`config.mk`:
```
export PLATFORM = sky130hd
export DESIGN_NAME = keyboard
export DESIGN_NICKNAME = d
export VERILOG_FILES = /design/src/design/soc_pkg.sv /design/src/design/keyboard.sv
export SDC_FILE = /design/constraint.sdc
export NUM_CORES = 1
export LEC_CHECK = 0
export ABC_AREA = 0
export ABC_CLOCK_PERIOD_IN_PS = 1440
export BUFFER_PORTS_ARGS = -buffer_cell sky130_fd_sc_hd__buf_2
export CORE_MARGIN = 2
export CORE_UTILIZATION = 31
export DETAILED_ROUTE_END_ITERATION = 10
export PLACE_DENSITY = 0.8
export SYNTH_ARGS = -nofsm -noshare
export SYNTH_HDL_FRONTEND = slang
export SYNTH_SLANG_ARGS = --single-unit
export TNS_END_PERCENT = 5
```
`constraint.sdc`:
```
create_clock -name clk -period 1.44 [get_ports clk]
set_clock_uncertainty 0.05 [all_clocks]
set_input_delay 0.288 -clock clk [delete_from_list [all_inputs] [get_ports clk]]
set_output_delay 0.288 -clock clk [all_outputs]
set_load 0.01 [all_outputs]
```
`src/design/soc_pkg.sv`:
```
// Shared bus types and the address map of the SoC.
// Regions are chosen by address bits 31:28. Only the low four
// address bits select a DMA register.

`default_nettype none

package soc_pkg;

  ////////////////////////////////////////////////////////////////////
  // Bus widths
  ////////////////////////////////////////////////////////////////////

  parameter int DATA_W = 32;
  parameter int ADDR_W = 32;
  parameter int STRB_W = DATA_W / 8;

  // Scan code carried by the keyboard
  parameter int KEY_CODE_W = 8;

  // One bus request, held by the master until ack
  typedef struct packed {
    logic              cyc;
    logic              we;
    logic [STRB_W-1:0] strb;
    logic [ADDR_W-1:0] addr;
    logic [DATA_W-1:0] wdata;
  } wb_req_t;

  // One bus response, ack lasts a single cycle
  typedef struct packed {
    logic              ack;
    logic [DATA_W-1:0] rdata;
  } wb_rsp_t;

  ////////////////////////////////////////////////////////////////////
  // Address map
  ////////////////////////////////////////////////////////////////////

  parameter logic [3:0] REGION_MEM = 4'd0;
  parameter logic [3:0] REGION_KEY = 4'd1;
  parameter logic [3:0] REGION_DMA = 4'd2;

  // DMA register byte offsets
  parameter logic [3:0] DMA_SRC_OFS  = 4'h0;
  parameter logic [3:0] DMA_DST_OFS  = 4'h4;
  parameter logic [3:0] DMA_LEN_OFS  = 4'h8;
  parameter logic [3:0] DMA_CTRL_OFS = 4'hC;

endpackage

`default_nettype wire

```
`src/design/keyboard.sv`:
```
// Keyboard register holding one scan code.
// A bus read returns {valid, code} and empties the buffer; writes are
// acked and have no effect. While full, key_ack_o stays low.

`timescale 1ns/1ps
`default_nettype none

module keyboard import soc_pkg::*; (
  input  wire                  clk,
  input  wire                  rst_n_i,
  input  wb_req_t              req_i,
  output wb_rsp_t              rsp_o,
  input  wire                  key_req_i,
  input  wire [KEY_CODE_W-1:0] key_code_i,
  output logic                 key_ack_o
);

  logic [KEY_CODE_W-1:0] code_q;
  logic                  valid_q;
  logic                  ack_q;
  logic [DATA_W-1:0]     rdata_q;
  logic                  bus_take;

  assign bus_take = req_i.cyc && !ack_q;

  ////////////////////////////////////////////////////////////////////
  // Bus side
  ////////////////////////////////////////////////////////////////////

  always_ff @(posedge clk) begin
    if (bus_take) rdata_q <= {{(DATA_W-KEY_CODE_W-1){1'b0}}, valid_q, code_q};
  end

  ////////////////////////////////////////////////////////////////////
  // Four-phase device side and buffer state
  ////////////////////////////////////////////////////////////////////

  always_ff @(posedge clk or negedge rst_n_i) begin
    if (!rst_n_i) begin
      ack_q     <= 1'b0;
      valid_q   <= 1'b0;
      key_ack_o <= 1'b0;
      code_q    <= '0;
    end else begin
      ack_q <= bus_take;
      if (bus_take && !req_i.we) valid_q <= 1'b0;
      // New code only into an empty buffer, so it wins over the read
      if (key_req_i && !valid_q && !key_ack_o) begin
        code_q    <= key_code_i;
        valid_q   <= 1'b1;
        key_ack_o <= 1'b1;
      end else if (key_ack_o && !key_req_i) begin
        key_ack_o <= 1'b0;
      end
    end
  end

  assign rsp_o = '{ack: ack_q, rdata: rdata_q};

  a_key_ack_rise: assert property (@(posedge clk) disable iff (!rst_n_i)
    $rose(key_ack_o) |-> key_req_i && $past(key_req_i))
    else $error("key_ack_o rose without a device request");

endmodule

`default_nettype wire

```
==> qor.txt, run 1 <==
status -> completed
Crit Path Category -> reg2reg
H-tree Lvls -> 1
Distinct cells, synth -> 11
fin. max-slew vios -> 0
post-route DRC violation count -> 0
TritonCTS Sinks -> 20
drt first pass iters -> 4
syn_area_per_cell -> 14.8 um2
max-cap violations -> 0
Psw -> 410 uW
mean number of vias per cell -> 3.80
CTS root buffer -> clkbuf_4
CP cell instances -> nor3b_4 > buf_12 > mux2_2
Syn Std Cell Area -> 873 um2
wire length per cell -> 9.53 um
die area -> 0.00326 mm2
Pwr Total -> 1560 uW
Top delay family on crit path -> flip-flops
final RePlAce weighted congestion -> 0.694
Setup-failing EPs final -> 0
Initial DRC Count -> 3
largest net degree at the start of global routing -> 12
Yosys reg bits -> 20
CTS tree -> done
Hold Crit Class -> in2reg
total internal power -> 1150 uW
Clk pwr share -> 0.159
# port buffers -> 23
post-route antenna net violation count -> 0
chip width -> 57.1 um
Crit-path slowest cell -> dfrtp_1
P&R area growth vs syn -> 13.8%
Total Routing Usage GR -> 0.0677
remaining global-route overflow -> 0
later-pin clock latency in the skew report -> 0.28 ns
FMAX -> 759 MHz
antenna cell count -> 0
nets -> 169
Syn. warnings -> 0
total number of vias -> 448
Flop pwr share -> 0.596
die height -> 57.1 um
CP max FO -> 9
RSZ-0062 raised after global routing -> false
Setup crit start kind -> flip-flop
Final min period -> 1.32 ns
CTS buffer count -> 3
pre-CTS setup slack -> -0.00126 ns
Post-DP HPWL -> 944 um
num ports -> 115
combinational share of power -> 0.244
sequential fraction of the synthesis area -> 0.625
crit path DAT -> 1.44 ns
vias in the first global route -> 384
CTS clk-pin slew, worst paths -> 0.10 ns
layout cells sized above 1 -> 0.448
fin crit share -> 0.914
Mapped Cells -> 59
Core Footprint -> 0.00271 mm2
worst path buffer plus inverter count -> 1
FP Rows -> 19
final hold vios -> 0
Clock Path Buffers -> 2
Max VDD drop -> 744 uV
worst stage delay on the critical path -> 0.44 ns
final worst slack -> 0.123 ns
Routed WL -> 1130 um
global-route wire length before repair -> 1720 um
initial antenna violation count -> 0
Crit. End Element -> flip-flop
initial core utilization -> 0.322
LEAKAGE -> 0.000467 uW
required time worst endpoint -> 1.56 ns
PwrDens -> 1570 mW/mm2
Switching Fraction -> 0.263
## per-stage QoR
| step | instances | hold WS (ns) | area (um2) | utilization | TNS (ns) |
|---|---|---|---|---|---|
| floorplan | 81 | -0.0576 | 956 | - | 0 |
| global placement | 112 | 0.112 | 937 | 0.346 | 0 |
| detailed placement | 112 | 0.118 | 937 | 0.346 | -0.00126 |
| CTS | 118 | 0.173 | 993 | 0.367 | 0 |
| global route | 118 | 0.167 | 993 | 0.367 | 0 |
| finish | 118 | 0.179 | 993 | 0.367 | 0 |
## power groups by stage
| stage | Sequential, uW | Clock (uW) | Combinational [uW] |
|---|---|---|---|
| floorplan | 954 | 0 | 255 |
| global placement | 925 | 0 | 337 |
| detailed placement | 943 | 0 | 353 |
| CTS | 930 | 258 | 389 |
| finish | 929 | 248 | 381 |
| global route | 950 | 280 | 416 |
## repair_timing
action | in CTS | in global routing
resized for setup | 0 | 0
buffers inserted | 1 | 0
setup endpoints to repair | 4 | 0
endpoints found under the hold margin | 11 | 0
hold buffers | 1 | 0
## synthesized netlist by cell type
cell type / count / area (um2)
buf_4: 24 / 180
dfrtp_1: 11 / 275
edfxtp_1: 9 / 270
mux2_2: 8 / 90.1
a21boi_0: 1 / 7.51
a21o_2: 1 / 8.76
conb_1: 1 / 3.75
inv_1: 1 / 3.75
nor2b_1: 1 / 6.26
nor3b_4: 1 / 18.8
or3b_2: 1 / 8.76
## layout make-up
class                           instances  area [um2]
Fill cell                             264        1720
Clock inverter                          1        3.75
Tap cell                               31        38.8
Sequential cell                        20         546
Inverter                                1        3.75
Timing Repair Buffer                   26         153
Clock buffer                            3        22.5
Multi-Input combinational cell         36         226
## final timing paths
| check | slack [ns] | to | startpoint | cells after the start |
|---|---|---|---|---|
| setup reg to reg | 0.12 | code_q[3]$_DFFE_PN0P_ | valid_q$_DFFE_PN0P_ | 3 |
| max in group asynchronous | 0.81 | ack_q$_DFF_PN0_ | rst_n_i | 2 |
| min in group asynchronous | 0.33 | code_q[6]$_DFFE_PN0P_ | rst_n_i | 2 |
| hold / removal | 0.18 | code_q[6]$_DFFE_PN0P_ | key_code_i[6] | 2 |
| setup / recovery | 0.12 | code_q[3]$_DFFE_PN0P_ | valid_q$_DFFE_PN0P_ | 3 |
| hold reg to reg | 0.40 | rdata_q[1]$_DFFE_PP_ | code_q[1]$_DFFE_PN0P_ | 0 |
## registers in the layout (all words and copies together), names as in the netlist
register and count:
ack_q 1, code_q 8, key_ack_o 1, rdata_q 9, valid_q 1
## cell families after synthesis
family / Yosys count / share of synthesized area
and+or+nand+nor: 3 / 0.0387
muxes: 8 / 0.103
buffers and inverters: 25 / 0.211
DFF: 20 / 0.625
AOI/OAI and AO/OA: 2 / 0.0186
other: 1 / 0.00429
## layout by cell type, fill, tap and decap left out
cell type and instances:
conb_1 23, buf_2 23, dfrtp_1 11, edfxtp_1 9
mux2_2 8, clkbuf_4 3, nor2b_1 1, nor3b_4 1
inv_1 1, a21boi_0 1, or3b_2 1, a21o_2 1
clkinv_1 1, dlygate4sd3_1 1, buf_4 1, buf_12 1
## per-layer routing
layer | part of all wire | global-route usage | wire length, um
met5 | 0 | 0 | 0
met4 | 0.0062 | 0.0299 | 7
met3 | 0.13 | 0.0227 | 147
met2 | 0.49 | 0.123 | 553
met1 | 0.37 | 0.0701 | 416
Power figures use the tool's default switching activity.
==> run 2, diff against run 1 <==
--- a/config.mk
+++ b/config.mk
@@ -6,5 +6,5 @@
 export NUM_CORES = 1
 export LEC_CHECK = 0
-export ABC_AREA = 0
+export ABC_AREA = 1
 export ABC_CLOCK_PERIOD_IN_PS = 1440
 export BUFFER_PORTS_ARGS = -buffer_cell sky130_fd_sc_hd__buf_2
@@ -12,5 +12,5 @@
 export CORE_UTILIZATION = 31
 export DETAILED_ROUTE_END_ITERATION = 10
-export PLACE_DENSITY = 0.8
+export PLACE_DENSITY = 0.78
 export SYNTH_ARGS = -nofsm -noshare
 export SYNTH_HDL_FRONTEND = slang
==> constraint.sdc (replaced) <==
create_clock -name clk -period 1.44 [get_ports clk]
set_clock_uncertainty 0.05 [all_clocks]
set_input_delay 0.144 -clock clk [delete_from_list [all_inputs] [get_ports clk]]
set_output_delay 0.144 -clock clk [all_outputs]
set_load 0.01 [all_outputs]
==> run 2 against run 1 <==
Sequential share of layout area is 0.34 points lower. Area after synthesis increased by 4.3%. Clock-buffer cell count is the same. Global-route usage increased by 1.8 points. Setup slack better by 0.25 ns. Register-to-register slack better by 0.28 ns. Wire length grew 25%. Design area up 0.63%.
==> qor.txt, run 2 <==
H-tree Lvls -> 1 (unchanged)
RSZ-0062 raised after global routing -> false
Yosys reg bits -> 20 (unchanged)
total number of vias -> 593 (+32%)
FMAX -> 936 MHz (+23%)
die area -> 0.00339 mm2 (+4.0%)
nets -> 190 (+12%)
main combinational cell family by area after synthesis -> buffers and inverters
Setup Buffers After CTS -> 0 (-1)
XOR/XNOR share of the synthesized area -> 0 (unchanged)
cell with the most instances after synthesis -> buf_4
Post-synth EDFFs -> 9 (unchanged)
Resized Gates After CTS -> 0 (unchanged)
mean number of vias per cell -> 4.27 (+12%)
largest net degree at the start of global routing -> 12 (unchanged)
CP max FO -> 3 (-6)
Core Footprint -> 0.00278 mm2 (+2.6%)
Largest register FFs -> 9 (unchanged)
final RePlAce weighted congestion -> 0.659 (-4.9%)
worst stage delay on the critical path -> 0.42 ns (-0.02 ns)
worst path buffer plus inverter count -> 1 (unchanged)
LEAKAGE -> 0.000525 uW (+12%)
TritonCTS Sinks -> 20 (unchanged)
Crit Path Category -> reg2out
Mapped Cells -> 82 (+39%)
FILL cells -> 270 (+2.3%)
leading cell types in the layout, fill and taps excluded -> conb_1, buf_2, nand2_1
vias in the first global route -> 522 (+36%)
syn_area_per_cell -> 11.1 um2 (-25%)
CTS root buffer -> clkbuf_4
max-cap violations -> 0 (unchanged)
num ports -> 115 (unchanged)
initial antenna violation count -> 0 (unchanged)
Syn Std Cell Area -> 911 um2 (+4.3%)
CTS tree -> done
FP Rows -> 19 (unchanged)
Initial DRC Count -> 15 (+12)
Setup crit start kind -> flip-flop
global-route wire length before repair -> 2160 um (+26%)
CTS buffer count -> 3 (unchanged)
Final min period -> 1.07 ns (-0.249 ns)
sequential fraction of the synthesis area -> 0.599 (-0.0257)
wire length per cell -> 10.1 um (+6.2%)
Total Routing Usage GR -> 0.0854 (+0.0177)
Crit. End Element -> output port
antenna cell count -> 0 (unchanged)
CTS clk-pin slew, worst paths -> 0.11 ns (about the same)
initial core utilization -> 0.327 (+0.00523)
layout cells sized above 1 -> 0.278 (-0.170)
Synth top cells by count -> buf_4, nand2_1, dfrtp_1
PwrDens -> 1600 mW/mm2 (+2.3%)
Final TNS setup -> 0 ns (unchanged)
Largest regs -> rdata_q: 9 flops, code_q: 8 flops
# port buffers -> 23 (unchanged)
pre-CTS setup slack -> 0.412 ns (+0.414 ns)
Synth area leaders -> dfrtp_1, edfxtp_1, buf_4
ys async rst share -> 0.550 (unchanged)
Reg with most FFs -> rdata_q
Crit-path slowest cell -> dfrtp_1
fin util -> 0.359 (-0.00715)
final worst slack -> 0.372 ns (+0.249 ns)
Post-DP HPWL -> 1110 um (+18%)
fin crit share -> 0.742 (-0.173)
fin. max-slew vios -> 0 (unchanged)
complex-gate fraction of the synthesized area -> 0 (-0.0186)
post-route antenna net violation count -> 0 (unchanged)
Syn. warnings -> 0 (unchanged)
die height -> 58.2 um (+2.0%)
Hold Crit Class -> in2reg
P&R area growth vs syn -> 9.75%
required time worst endpoint -> 1.25 ns (-0.31 ns)
drt first pass iters -> 3 (-1)
later-pin clock latency in the skew report -> 0.30 ns (+0.02 ns)
simple-gate share of the synthesized area -> 0.166 (+0.128)
ys flop type -> dfrtp_1
post-synthesis mux area share -> 0 (-0.103)
CP cell instances -> buf_2
Distinct cells, synth -> 12 (+1)
post-route DRC violation count -> 0 (unchanged)
final hold vios -> 0 (unchanged)
FF/Latch Area -> 546 um2 (unchanged)
status -> completed
Synth Area in Adders -> 0 (unchanged)
chip width -> 58.2 um (+2.0%)
Multi-input gate area -> 238 um2 (+5.0%)
Max VDD drop -> 854 uV (+15%)
Yosys top cell area share -> 0.302 (-0.0130)
Setup-failing EPs final -> 0 (unchanged)
leading area contributor after synthesis -> dfrtp_1
crit path DAT -> 0.87 ns (-0.57 ns)
Top delay family on crit path -> flip-flops
Routed WL -> 1410 um (+25%)
Clock Path Buffers -> 2 (unchanged)
remaining global-route overflow -> 0 (unchanged)
## run 2: cell types whose count changed after synthesis, sizes merged, moves of 2 or more
cell,change
nand3,+2
nand4,+8
nand2,+20
mux2,-8
inv,+4
## run 2: kinds of logic (layout without fill, tap and decap cells)
logic type / Yosys count / count (layout)
flip-flops: 20 / 20
buffers and inverters: 30 / 34
other: 1 / 23
AND/OR/NAND/NOR: 31 / 31
## run 2: worst min-delay path, stage by stage
cell     delay (ns)
buf_2          0.10
nand4_1        0.07
nand2_1        0.05
## run 2: metal layers
layer,global-route usage,part of all wire,wire (um)
met2,0.157,0.47,659
met3,0.0156,0.12,163
met5,0,0,0
met4,0.0598,0.031,44
met1,0.0852,0.38,540
## run 2: path summary, 6_finish.rpt
kind                                             from                     to  slack [ns]  cells past startpoint
worst min register to register  code_q[4]$_DFFE_PN0P_   rdata_q[4]$_DFFE_PP_        0.41                      0
max in group asynchronous                     rst_n_i  code_q[6]$_DFFE_PN0P_        0.96                      2
worst min-delay path                    key_code_i[2]  code_q[2]$_DFFE_PN0P_        0.03                      3
min in group asynchronous                     rst_n_i  code_q[4]$_DFFE_PN0P_        0.17                      2
worst max register to register    valid_q$_DFFE_PN0P_  code_q[6]$_DFFE_PN0P_        0.40                      4
worst max-delay path            key_ack_o$_DFFE_PN0P_              key_ack_o        0.37                      1
## run 2: final cells by class
cell class	instances	area share
flip-flops and latches	20	0.546
multi-input cells	54	0.238
repair buffers	25	0.133
well taps	31	0.0388
clock buffers	3	0.0225
inverters	5	0.0188
clock inverters	1	0.00375
## run 2: power breakdown
group / total [uW] / switching, uW / leakage, uW / internal (uW)
Combinational: 427 / 285 / 0.000286 / 141
Clock: 268 / 166 / 0.0000154 / 101
Sequential: 909 / 89.3 / 0.000223 / 820
## run 2: metrics by stage
stage	cell area [um2]	power (uW)	instances	hold WS, ns
floorplan	993	1240	104	-0.202
global placement	963	1320	134	-0.0298
detailed placement	963	1350	134	-0.0218
CTS	1000	1620	139	0.0312
global route	1000	1710	139	0.0379
finish	1000	1600	139	0.0314
## run 2: what timing repair did
| item | CTS | global route |
|---|---|---|
| hold buffers | 1 | 0 |
| endpoints found under the hold margin | 11 | 0 |
| setup endpoints to repair | 0 | 0 |
==> run 3, diff against run 2 <==
ABC_AREA = 0   (was 1)
ABC_CLOCK_PERIOD_IN_PS = 900   (was 1440)
CORE_UTILIZATION = 28   (was 31)
PLACE_DENSITY = 0.76   (was 0.78)
clock period = 0.9 ns   (was 1.44 ns; I/O delays follow)
==> run 3 against run 2 <==
First-iteration DRC count is 40% lower. Cell count is 5.0% lower. Hold slack better by 0.031 ns. Core utilization is 2.6 points higher. Sequential share of layout area is 7.4 points lower. The flow now finishes with violations (setup timing). Critical path depth is 2 higher. Non-clock buffer count is 13 higher. Combinational power is 74% higher. Via count is 17% lower.
==> qor.txt, run 3 (synthesized netlist as in run 1, its figures left out) <==
initial core utilization -> 0.291 (-0.0367)
FF-to-FF End -> code_q[6]$_DFFE_PN0P_
FP Rows -> 20 (+1)
max-cap violations -> 0 (unchanged)
fin crit share -> 1.45
vias in the first global route -> 449 (-14%)
num ports -> 115 (unchanged)
layout cells sized above 1 -> 0.444 (+0.167)
global-route wire length before repair -> 1830 um (-15%)
H-tree Lvls -> 1 (unchanged)
Core Footprint -> 0.00300 mm2 (+8.0%)
RSZ-0062 raised after global routing -> true
worst reg2reg setup slack -> -0.40 ns (-0.80 ns)
fin util -> 0.385 (+0.0256)
Final min period -> 1.30 ns
chip width -> 59.9 um (+2.8%)
CTS root buffer -> clkbuf_4
post-route insts no fill -> 132 (-5.0%)
hold path depth -> 3 (unchanged)
worst stage delay on the critical path -> 0.43 ns (about the same)
post-route antenna net violation count -> 0 (unchanged)
PwrDens -> 2540 mW/mm2 (+58%)
initial antenna violation count -> 0 (unchanged)
Clock Path Buffers -> 2 (unchanged)
die area -> 0.00358 mm2 (+5.7%)
later-pin clock latency in the skew report -> 0.30 ns (about the same)
CP max FO -> 9 (+6)
Crit-path slowest cell -> dfrtp_1
failing checks -> setup timing
crit path DAT -> 1.45 ns (+0.58 ns)
Total Routing Usage GR -> 0.0721 (-0.0133)
Hold Path Origin -> req_i[68]
final worst slack -> -0.404 ns (-0.776 ns)
P&R area growth vs syn -> 32.4%
Max VDD drop -> 793 uV (-7.2%)
Setup-failing EPs final -> 29 (+29)
uppermost layer routed -> met4
hold endpoint -> valid_q$_DFFE_PN0P_
CTS clk-pin slew, worst paths -> 0.11 ns (about the same)
Routed WL -> 1290 um (-8.4%)
Crit Path Category -> reg2reg
die height -> 59.9 um (+2.8%)
LEAKAGE -> 0.000545 uW (+3.9%)
Setup crit start kind -> flip-flop
drt first pass iters -> 2 (-1)
antenna cell count -> 0 (unchanged)
Initial DRC Count -> 9 (-6)
Crit. End Element -> flip-flop
wire length on met3 -> 132 um (-19%)
post-route DRC violation count -> 0 (unchanged)
nets -> 181 (-4.7%)
met2 WL -> 646 um (-2.0%)
Placed Instances -> 118 (-12%)
# port buffers -> 23 (unchanged)
wire length per cell -> 9.77 um (-3.5%)
required time worst endpoint -> 1.05 ns (-0.20 ns)
fin. max-slew vios -> 0 (unchanged)
total number of vias -> 495 (-17%)
CTS tree -> done
CP cell instances -> nor3b_4 > buf_12 > mux2_2
Hold Crit Class -> in2reg
Reg with most FFs -> rdata_q
largest net degree at the start of global routing -> 13 (+1)
Largest regs -> rdata_q: 9 flops, code_q: 8 flops
mean number of vias per cell -> 3.75 (-12%)
remaining global-route overflow -> 0 (unchanged)
final hold vios -> 0 (unchanged)
DRT met1 WL -> 488 um (-9.6%)
worst reg2reg path depth -> 3 (-1)
FMAX -> 767 MHz
TritonCTS Sinks -> 20 (unchanged)
Largest register FFs -> 9 (unchanged)
leading cell types in the layout, fill and taps excluded -> conb_1, buf_2, dfrtp_1
Reg2Reg Launch Point -> valid_q$_DFFE_PN0P_
CTS buffer count -> 3 (unchanged)
status -> finished with violations
Min Hold Slack -> 0.0622 ns (+0.0308 ns)
final RePlAce weighted congestion -> 0.682 (+3.4%)
==> run 3: cell types whose count changed in the layout (fill, tap and decap cells not counted), moves of 2 or more <==
cell / previous run / this run
inv_2: 2 / 0
dlygate4sd3_1: 1 / 10
nand4_1: 8 / 0
buf_6: 0 / 2
nand2_1: 20 / 0
mux2_2: 0 / 7
inv_1: 3 / 1
==> run 3: how the worst max path moves through the flow <==
stage	startpoint	endpoint	cells past startpoint
global placement	valid_q$_DFFE_PN0P_	code_q[6]$_DFFE_PN0P_	3
finish	valid_q$_DFFE_PN0P_	code_q[6]$_DFFE_PN0P_	3
floorplan	key_ack_o$_DFFE_PN0P_	code_q[0]$_DFFE_PN0P_	2
detailed placement	valid_q$_DFFE_PN0P_	code_q[6]$_DFFE_PN0P_	3
global route	valid_q$_DFFE_PN0P_	code_q[7]$_DFFE_PN0P_	3
CTS	valid_q$_DFFE_PN0P_	code_q[6]$_DFFE_PN0P_	3
==> run 3: area by class of cell <==
class                      count  area [um2]
clock inverter                 1        30.0
multi-input combinational     36         240
inverter                       1        3.75
sequential                    20         546
fill                         276        1850
tap                           33        41.3
clock buffer                   3        22.5
timing repair buffer          38         273
==> run 3: worst max-delay path: cells and delay by family, from the launching register on <==
kind          cells  cell delay (ns)
buf+inv           1             0.16
flops             1             0.43
simple gates      1             0.24
mux               1             0.33
==> run 3: routing by layer <==
metal / vias to the layer above / track usage
li1: 228 / -
met1: 225 / 0.0680
met2: 38 / 0.134
met3: 4 / 0.0130
met4: 0 / 0.0571
met5: - / 0
==> run 3: metrics by stage <==
stage | total power [uW] | TNS [ns] | instance area (um2) | worst slack [ns]
global route | 3080 | -7.19 | 1160 | -0.436
CTS | 2930 | -6.70 | 1140 | -0.416
global placement | 2130 | -4.95 | 982 | -0.353
detailed placement | 2180 | -5.42 | 982 | -0.397
floorplan | 1940 | -7.23 | 956 | -0.430
finish | 2930 | -6.03 | 1160 | -0.404
==> run 3: what timing repair did <==
item	CTS	global route
hold buffers	10	0
endpoints found under the hold margin	20	0
resized for setup	2	5
buffers inserted	0	0
pin swaps	2	0
setup endpoints to repair	30	31
==> run 3: power by group <==
| group | switching [uW] | internal (uW) |
|---|---|---|
| Clock | 266 | 450 |
| Sequential | 143 | 1330 |
| Combinational | 302 | 442 |
